--- config.mk ---
export PLATFORM = sky130hd
export DESIGN_NAME = chan_agg
export DESIGN_NICKNAME = d
export VERILOG_FILES = /design/src/hw/chan_agg_pkg.sv /design/src/hw/stream_fifo.sv /design/src/hw/burst_arbiter.sv /design/src/hw/out_stage.sv /design/src/hw/chan_agg.sv
export VERILOG_INCLUDE_DIRS = /design/src /design/src/hw
export SDC_FILE = /design/constraint.sdc
export NUM_CORES = 1
export LEC_CHECK = 0
export ABC_AREA = 1
export BUFFER_PORTS_ARGS = -buffer_cell sky130_fd_sc_hd__buf_4
export CAP_MARGIN = 20
export CORE_ASPECT_RATIO = 0.6
export CORE_MARGIN = 1
export CORE_UTILIZATION = 45
export CTS_BUF_LIST = sky130_fd_sc_hd__clkbuf_16
export DETAILED_ROUTE_END_ITERATION = 10
export GPL_ROUTABILITY_DRIVEN = 0
export PLACE_DENSITY = 0.59
export SETUP_SLACK_MARGIN = 0.1
export SLEW_MARGIN = 20
export SYNTH_ARGS = -nofsm -noshare
export SYNTH_HDL_FRONTEND = slang
export SYNTH_SLANG_ARGS = --single-unit
--- constraint.sdc ---
create_clock -name clk -period 2.9 [get_ports clk]
set_input_delay 0.725 -clock clk [delete_from_list [all_inputs] [get_ports clk]]
set_output_delay 0.725 -clock clk [all_outputs]
set_load 0.03 [all_outputs]
--- src/hw/chan_agg_defs.svh ---
`ifndef CHAN_AGG_DEFS_SVH
`define CHAN_AGG_DEFS_SVH

`default_nettype none

// ==========================================================================
// Aggregator sizing
// ==========================================================================

`define CHAN_AGG_WORD_W     16        // Data word width
`define CHAN_AGG_NUM_CHAN   4         // Producer channels

// Per-channel buffer
`define CHAN_AGG_DEPTH      16        // Words per buffer, power of two
`define CHAN_AGG_THRESHOLD  4         // Fill level before a buffer offers data

// Arbitration
`define CHAN_AGG_BURST_LEN  4         // Max words per grant

`default_nettype wire

`endif

--- src/hw/chan_agg_pkg.sv ---
`default_nettype none

`include "chan_agg_defs.svh"

package chan_agg_pkg;

   // ========================================================================
   // Data types
   // ========================================================================

   typedef logic [`CHAN_AGG_WORD_W-1:0] word_t;            // One stream word

   typedef logic [1:0] chan_id_t;                           // Channel index

   // One word per channel, lane i in slice i
   typedef word_t [`CHAN_AGG_NUM_CHAN-1:0] chan_words_t;

   // ========================================================================
   // Arbiter FSM
   // ========================================================================

   typedef enum logic
   {
      ARB_IDLE,                                              // Searching for a requester
      ARB_BURST                                              // Forwarding granted lane
   } arb_state_t;

endpackage

`default_nettype wire

--- src/hw/stream_fifo.sv ---
`timescale 1ns/100ps
`default_nettype none

module stream_fifo
   import chan_agg_pkg::*;
#(
   parameter int DEPTH     = 16,
   parameter int THRESHOLD = 4
)
(
   input  wire        clk,
   input  wire        rst,
   input  wire        in_valid,
   input  wire word_t in_data,
   output logic       in_ready,
   output logic       out_valid,
   output word_t      out_data,
   input  wire        out_ready
);

   localparam int CW = $clog2(DEPTH);

   // ========================================================================
   // Storage and pointers
   // ========================================================================

   word_t         mem [DEPTH];
   logic [CW:0]   wr_ptr;                 // Extra MSB is the wrap bit
   logic [CW:0]   rd_ptr;
   logic [CW:0]   fill;

   logic          ptr_lo_eq;
   logic          wrap_eq;
   logic          full;
   logic          empty;
   logic          thr_reached;
   logic          released;               // Threshold seen since the last drain
   logic          do_write;
   logic          do_read;

   assign ptr_lo_eq = wr_ptr[CW-1:0] == rd_ptr[CW-1:0];
   assign wrap_eq   = wr_ptr[CW] == rd_ptr[CW];
   assign full      = ptr_lo_eq & ~wrap_eq;
   assign empty     = ptr_lo_eq & wrap_eq;

   assign fill        = wr_ptr - rd_ptr;   // Wrap bit makes this exact
   assign thr_reached = fill >= (CW+1)'(THRESHOLD);

   // Words are held back until the threshold is reached, then drained to empty
   assign out_valid = ~empty & (thr_reached | released);

   assign do_read  = out_valid & out_ready;
   assign in_ready = ~full | do_read;      // Full buffer takes a word only on a pop
   assign do_write = in_valid & in_ready;

   assign out_data = mem[rd_ptr[CW-1:0]];  // First word falls through

   always_ff @(posedge clk)
   begin
      if (do_write)
         mem[wr_ptr[CW-1:0]] <= in_data;
   end

   always_ff @(posedge clk)
   begin
      if (rst)
      begin
         wr_ptr   <= '0;
         rd_ptr   <= '0;
         released <= 1'b0;
      end
      else
      begin
         if (do_write)
            wr_ptr <= wr_ptr + 1'b1;
         if (do_read)
            rd_ptr <= rd_ptr + 1'b1;
         if (thr_reached)
            released <= 1'b1;
         else if (empty)
            released <= 1'b0;
      end
   end

   // ========================================================================
   // Checks
   // ========================================================================

   // A full buffer's write pointer moves only when a word is popped
   a_no_overflow : assert property (
      @(posedge clk) disable iff (rst)
      (full && !(out_valid && out_ready)) |=> (wr_ptr == $past(wr_ptr))
   );

   // Fill level never goes past the buffer size
   a_fill_bound : assert property (
      @(posedge clk) disable iff (rst)
      full |=> (fill <= (CW+1)'(DEPTH))
   );

endmodule

`default_nettype wire

--- src/hw/burst_arbiter.sv ---
`timescale 1ns/100ps
`default_nettype none

`include "chan_agg_defs.svh"

module burst_arbiter
   import chan_agg_pkg::*;
(
   input  wire                               clk,
   input  wire                               rst,
   input  wire [`CHAN_AGG_NUM_CHAN-1:0]      fifo_valid,
   input  wire chan_words_t                  fifo_data,
   output logic [`CHAN_AGG_NUM_CHAN-1:0]     fifo_ready,
   output logic                              arb_valid,
   output word_t                             arb_data,
   output chan_id_t                          arb_chan,
   input  wire                               stage_ready
);

   localparam int NCH   = `CHAN_AGG_NUM_CHAN;
   localparam int BL    = `CHAN_AGG_BURST_LEN;
   localparam int CNT_W = $clog2(BL + 1);

   // ========================================================================
   // State
   // ========================================================================

   arb_state_t    state;
   chan_id_t      grant_chan;              // Also the last-granted pointer
   logic [CNT_W-1:0] burst_cnt;            // Transfers in the current burst

   logic          pick_found;
   chan_id_t      pick_chan;
   logic          xfer;
   logic          last_beat;
   logic          lane_dry;

   // Round-robin search, starting one past the last grant
   always_comb
   begin
      chan_id_t idx;

      pick_found = 1'b0;
      pick_chan  = grant_chan;
      for (int k = 1; k <= NCH; k++)
      begin
         idx = grant_chan + chan_id_t'(k);
         if (!pick_found && fifo_valid[idx])
         begin
            pick_found = 1'b1;
            pick_chan  = idx;
         end
      end
   end

   // ========================================================================
   // Forward path
   // ========================================================================

   always_comb
   begin
      fifo_ready = '0;
      arb_valid  = 1'b0;
      arb_data   = fifo_data[grant_chan];
      arb_chan   = grant_chan;
      if (state == ARB_BURST)
      begin
         arb_valid              = fifo_valid[grant_chan];
         fifo_ready[grant_chan] = stage_ready;
      end
   end

   assign xfer      = arb_valid & stage_ready;
   assign last_beat = xfer && (burst_cnt == CNT_W'(BL - 1));
   assign lane_dry  = ~fifo_valid[grant_chan];   // Drained or under threshold

   always_ff @(posedge clk)
   begin
      if (rst)
      begin
         state      <= ARB_IDLE;
         grant_chan <= chan_id_t'(NCH - 1);      // First search starts at 0
         burst_cnt  <= '0;
      end
      else
      begin
         case (state)
            ARB_IDLE:
            begin
               if (pick_found)
               begin
                  state      <= ARB_BURST;
                  grant_chan <= pick_chan;
                  burst_cnt  <= '0;
               end
            end
            ARB_BURST:
            begin
               if (xfer)
                  burst_cnt <= burst_cnt + 1'b1;
               if (lane_dry || last_beat)
                  state <= ARB_IDLE;
            end
            default:
               state <= ARB_IDLE;
         endcase
      end
   end

   // ========================================================================
   // Checks
   // ========================================================================

   a_one_ready : assert property (
      @(posedge clk) disable iff (rst)
      $onehot0(fifo_ready)
   );

   // A burst never runs past its length before the FSM drops back to idle
   a_burst_len : assert property (
      @(posedge clk) disable iff (rst)
      (state == ARB_BURST) |-> (burst_cnt < CNT_W'(BL))
   );

endmodule

`default_nettype wire

--- src/hw/out_stage.sv ---
`timescale 1ns/100ps
`default_nettype none

module out_stage
   import chan_agg_pkg::*;
(
   input  wire           clk,
   input  wire           rst,
   input  wire           arb_valid,
   input  wire word_t    arb_data,
   input  wire chan_id_t arb_chan,
   output logic          stage_ready,
   output logic          out_valid,
   output word_t         out_data,
   output chan_id_t      out_chan,
   input  wire           out_ready
);

   // Second entry catches the word in flight when the output stalls
   logic          skid_valid;
   word_t         skid_data;
   chan_id_t      skid_chan;

   logic          in_xfer;
   logic          main_load;

   assign stage_ready = ~skid_valid;      // Straight from a flop
   assign in_xfer     = arb_valid & stage_ready;
   assign main_load   = ~out_valid | out_ready;

   always_ff @(posedge clk)
   begin
      if (rst)
      begin
         out_valid  <= 1'b0;
         skid_valid <= 1'b0;
      end
      else if (main_load)
      begin
         out_valid  <= skid_valid | in_xfer;
         skid_valid <= 1'b0;
      end
      else if (in_xfer)
         skid_valid <= 1'b1;              // Output stalled, park the word
   end

   always_ff @(posedge clk)
   begin
      if (main_load)
      begin
         if (skid_valid)
         begin
            out_data <= skid_data;        // Older word goes first
            out_chan <= skid_chan;
         end
         else if (in_xfer)
         begin
            out_data <= arb_data;
            out_chan <= arb_chan;
         end
      end
      else if (in_xfer)
      begin
         skid_data <= arb_data;
         skid_chan <= arb_chan;
      end
   end

   a_out_stable : assert property (
      @(posedge clk) disable iff (rst)
      (out_valid && !out_ready) |=>
         (out_valid && $stable(out_data) && $stable(out_chan))
   );

endmodule

`default_nettype wire

--- src/hw/chan_agg.sv ---
`timescale 1ns/100ps
`default_nettype none

`include "chan_agg_defs.svh"

module chan_agg
   import chan_agg_pkg::*;
(
   input  wire                               clk,
   input  wire                               rst,
   input  wire [`CHAN_AGG_NUM_CHAN-1:0]      in_valid,
   input  wire chan_words_t                  in_data,
   output logic [`CHAN_AGG_NUM_CHAN-1:0]     in_ready,
   output logic                              out_valid,
   output word_t                             out_data,
   output chan_id_t                          out_chan,
   input  wire                               out_ready
);

   // ========================================================================
   // Buffer to arbiter lanes
   // ========================================================================

   logic [`CHAN_AGG_NUM_CHAN-1:0]   fifo_valid;
   chan_words_t                     fifo_data;
   logic [`CHAN_AGG_NUM_CHAN-1:0]   fifo_ready;

   // Arbiter to output stage
   logic          arb_valid;
   word_t         arb_data;
   chan_id_t      arb_chan;
   logic          stage_ready;

   stream_fifo #(.DEPTH(`CHAN_AGG_DEPTH), .THRESHOLD(`CHAN_AGG_THRESHOLD)) fifo0 (
      .clk(clk), .rst(rst),
      .in_valid(in_valid[0]), .in_data(in_data[0]), .in_ready(in_ready[0]),
      .out_valid(fifo_valid[0]), .out_data(fifo_data[0]), .out_ready(fifo_ready[0])
   );

   stream_fifo #(.DEPTH(`CHAN_AGG_DEPTH), .THRESHOLD(`CHAN_AGG_THRESHOLD)) fifo1 (
      .clk(clk), .rst(rst),
      .in_valid(in_valid[1]), .in_data(in_data[1]), .in_ready(in_ready[1]),
      .out_valid(fifo_valid[1]), .out_data(fifo_data[1]), .out_ready(fifo_ready[1])
   );

   stream_fifo #(.DEPTH(`CHAN_AGG_DEPTH), .THRESHOLD(`CHAN_AGG_THRESHOLD)) fifo2 (
      .clk(clk), .rst(rst),
      .in_valid(in_valid[2]), .in_data(in_data[2]), .in_ready(in_ready[2]),
      .out_valid(fifo_valid[2]), .out_data(fifo_data[2]), .out_ready(fifo_ready[2])
   );

   stream_fifo #(.DEPTH(`CHAN_AGG_DEPTH), .THRESHOLD(`CHAN_AGG_THRESHOLD)) fifo3 (
      .clk(clk), .rst(rst),
      .in_valid(in_valid[3]), .in_data(in_data[3]), .in_ready(in_ready[3]),
      .out_valid(fifo_valid[3]), .out_data(fifo_data[3]), .out_ready(fifo_ready[3])
   );

   // ========================================================================
   // Arbitration and output
   // ========================================================================

   burst_arbiter arb0 (
      .clk(clk), .rst(rst),
      .fifo_valid(fifo_valid), .fifo_data(fifo_data), .fifo_ready(fifo_ready),
      .arb_valid(arb_valid), .arb_data(arb_data), .arb_chan(arb_chan),
      .stage_ready(stage_ready)
   );

   out_stage ostage0 (
      .clk(clk), .rst(rst),
      .arb_valid(arb_valid), .arb_data(arb_data), .arb_chan(arb_chan),
      .stage_ready(stage_ready),
      .out_valid(out_valid), .out_data(out_data), .out_chan(out_chan),
      .out_ready(out_ready)
   );

endmodule

`default_nettype wire

==> impl_metrics.py <==
metrics = {
    "logic_synthesis": {
        "yosysUniqueCellTypes": 47,
        "synth_area_leaders": "edfxtp_1 (70%), o21ai_0 (6.3%), nor2_1 (5.5%), dfxtp_1 (3.0%), o221ai_1 (2.5%)",
        "syn-mean-instance-area_um2": 13.0,
        "synth-edff-count": 1060,
        "async_flop_share_pct": 0,
        "synth_area_mm2": 0.0453,
        "syn_inst": 3495,
        "synth_flop_cell": "edfxtp_1",
        "ys_seq_area_share_pct": 73.3,
        "synth_top_area_share_pct": 70.3,
        "synth.most_common_cell": "edfxtp_1",
        "synth.cells.most_frequent": "edfxtp_1 (1060), nor2_1 (666), o21ai_0 (571)",
        "yosys.area.top_type": "edfxtp_1",
        "syn_nets": 3612,
        "synth_seq_cells": 1128,
        "yosysWarnings": 0,
    },
    "timing": {
        "fmax_mhz": 295,
        "relSlewSlack_pct": 41.2,
        "hold_violations": 0,
        "tns_ns": -2.20,
        "period_minus_slack_ns": 3.39,
        "final.setup.worst_slack_ns": -0.492,
        "setup_viol": 35,
        "tightestPinTransition_ns": 0.872,
        "rsz0062_at_grt": "yes",
        "fin_skew_ns": 0.0235,
        "slew_viol_final": 0,
        "fin_crit_sh_pct": 117,
    },
    "route": {
        "topRoutingLayerUsed": "met5",
        "routed_wirelength_mm": 124,
        "wl_met3_mm": 11.4,
        "dr_total_vias": 30000,
        "dr.pass1.iters": 5,
        "met1_length_mm": 59.1,
        "antenna_left": 0,
        "wire_per_inst_um": 24.0,
        "via_per_inst": 5.80,
        "wl_met2_mm": 51.2,
        "drc_errors": 0,
        "drtIter0Drc": 3466,
    },
    "power": {
        "peakVddDrop_v": 0.000532,
        "p_per_area_mw_per_mm2": 685,
        "leakage_uw": 0.0184,
    },
    "floorplan": {
        "die_w_um": 411,
        "initial_utilization_pct": 45.7,
        "num_rows": 89,
        "core_area_mm2": 0.0990,
        "ios": 94,
        "die_h_um": 248,
        "dieArea_mm2": 0.102,
    },
    "global_routing": {
        "grt_overflow": 0,
        "globalRouteTotalUtil_pct": 24.3,
        "grt_pass1_wl_mm": 185,
        "grt_pass1_vias": 28100,
        "grt_max_degree": 129,
        "antenna_found_initial": 2,
    },
    "worst_setup_path": {
        "cp.arrival_ns": 2.67,
        "worstSetupStartpoint": "fifo2.wr_ptr[0]",
        "slowest_stage": "fa_2",
        "cp_num_cells": 16,
        "cp_common_cell": "nand2_2",
        "crit_path_cell_trace": "inv_2, ha_4, fa_2, inv_2, nand2_1, nand2_1, buf_4, nand2_2, nand2_2, nand2_2, nor2_4, nand2_2, nand4_4, nand3_4, buf_6, buf_6",
        "setup.worst_path.end_class": "primary output",
        "worstPathRequired_ns": 2.17,
        "r2r_cells": 18,
        "rr_endpoint": "fifo0.mem[9][1]",
        "cp_slowest_stage_delay_ns": 0.36,
        "crit_fanout": 2,
        "path_buf_inv": 5,
        "path_delay_family": "simple AND/OR/NAND/NOR gates",
        "regToRegStartpoint": "fifo0.wr_ptr[0]",
        "rrSetupSlack_ns": -0.04,
        "path_class": "reg2out",
        "endpoint": "in_ready[2]",
        "start_kind": "flip-flop",
    },
    "final_layout": {
        "final_nets": 3890,
        "final_area_mm2": 0.0544,
        "area_delta_synth_final_pct": 20.2,
        "finalNonFillerCells": 5174,
        "fill_cells": 8078,
        "drive_above_1_share_pct": 19.4,
    },
    "clock_tree": {
        "clk_path_buf_depth": 3,
        "cts_tree": "done",
        "clkSlewWorstSetupHoldPaths_ns": 0.07,
        "clkLatencyLatePin_ns": 0.71,
        "numCtsBuffers": 100,
        "cts_sinks": 1128,
        "cts-root-buf": "clkbuf_16",
        "cts_max_level": 3,
        "cts_hold_buf": 0,
    },
    "placed_design": {
        "placedCellCount": 4905,
        "dp_hpwl_mm": 77.7,
        "port_buffers": 93,
        "placed_area_mm2": 0.0495,
    },
    "flow_run": {
        "cap_violations": 0,
    },
    "outcome": {
        "violations": "negative setup slack",
        "status": "finished with violations",
    },
    "worst_hold_path": {
        "hp-class": "in2reg",
    },
}
[power by group]
| group | switching [uW] | internal (uW) | leakage [uW] |
|---|---|---|---|
| Combinational | 3500 | 1750 | 0.00652 |
| Clock | 5970 | 7650 | 0.00170 |
| Sequential | 152 | 18200 | 0.0101 |
| Total | 9630 | 27600 | 0.0184 |
[worst register-to-register path, cell delays in order (launching register included)]
cell and delay, ns:
dfxtp_2 0.33, inv_2 0.05, ha_4 0.16, fa_2 0.36, buf_4 0.15, xnor2_1 0.23, a21oi_4 0.07, nand3_4 0.10
buf_6 0.11, nand4_4 0.09, nand3_4 0.12, buf_6 0.11, buf_6 0.08, nand2_4 0.07, inv_8 0.08, buf_8 0.13
nand2_8 0.08, nor2_4 0.18, buf_6 0.17
[per-layer routing]
metal,vias to the layer above,track usage [%]
met5,-,0
met4,2,5.95
met3,151,5.48
met2,1250,32.9
met1,14900,39.1
li1,13700,-
[area by class of cell]
type                    instances  area, um2  area share (%)
flip-flops and latches       1128      33200            61.0
well taps                    1319       1650            3.03
clock inverters                82        761            1.40
clock buffers                 101       2530            4.64
multi-input cells            2054      11700            21.6
inverters                      92        363           0.667
repair buffers                397       4160            7.63
diodes                          1       2.50         0.00460
[kinds of logic (layout without fill, tap and decap cells)]
| kind of cell | Yosys count | in the layout | share of synthesized area [%] |
|---|---|---|---|
| flops | 1128 | 1128 | 73.3 |
| simple gates | 1016 | 1016 | 9.64 |
| compound gates | 983 | 986 | 12.9 |
| buf+inv | 316 | 672 | 2.73 |
| fa+ha+maj | 46 | 46 | 1.34 |
| xor+xnor | 6 | 6 | 0.116 |
| other cells | 0 | 1 | 0 |
[worst min-delay path by stage]
stage	startpoint	to	slack [ns]	cells past startpoint
floorplan	fifo2.wr_ptr[4]	fifo2.wr_ptr[4]	0.46	1
global placement	fifo2.wr_ptr[4]	fifo2.wr_ptr[4]	0.47	1
detailed placement	fifo2.wr_ptr[4]	fifo2.wr_ptr[4]	0.50	1
CTS	in_data[12]	fifo0.mem[8][12]	0.30	1
global route	in_data[12]	fifo0.mem[8][12]	0.30	1
finish	in_data[12]	fifo0.mem[8][12]	0.33	1
[sequential cells by signal, summed over array words and instances, names as in the netlist, 5 cells and up, named ones only]
| signal | count |
|---|---|
| fifo0.mem | 256 |
| fifo1.mem | 256 |
| fifo2.mem | 256 |
| fifo3.mem | 256 |
| ostage0.out_data | 16 |
| ostage0.skid_data | 16 |
| fifo0.rd_ptr | 5 |
| fifo0.wr_ptr | 5 |
| fifo1.rd_ptr | 5 |
| fifo1.wr_ptr | 5 |
| fifo2.rd_ptr | 5 |
| fifo2.wr_ptr | 5 |
| fifo3.rd_ptr | 5 |
| fifo3.wr_ptr | 5 |
[cells in the final DEF, fill, tap and decap left out, types with 89 or more instances in the layout]
master / n
buf_4: 283
nand2_1: 110
nor2_1: 603
clkbuf_16: 101
o221ai_1: 131
o22ai_1: 137
inv_1: 89
o21ai_0: 571
nand3_1: 131
edfxtp_1: 1060
[stage by stage]
step                utilization, %  setup WS (ns)  hold slack (ns)  total power, uW
detailed placement            50.0         -0.152            0.499            23400
global placement              50.0         -0.125            0.474            23400
finish                        55.0         -0.492            0.329            37300
CTS                           54.5         -0.558            0.297            37200
global route                  55.0         -0.670            0.303            38500
floorplan                        -         -0.142            0.455            21400
[timing repair]
item,4_1_cts,5_1_grt
pin swaps,43,37
setup endpoints to repair,802,912
hold endpoints to repair,0,0
buffers inserted,57,24
cloned,8,3
resized for setup,100,64
(Power assumes the default switching activity.)
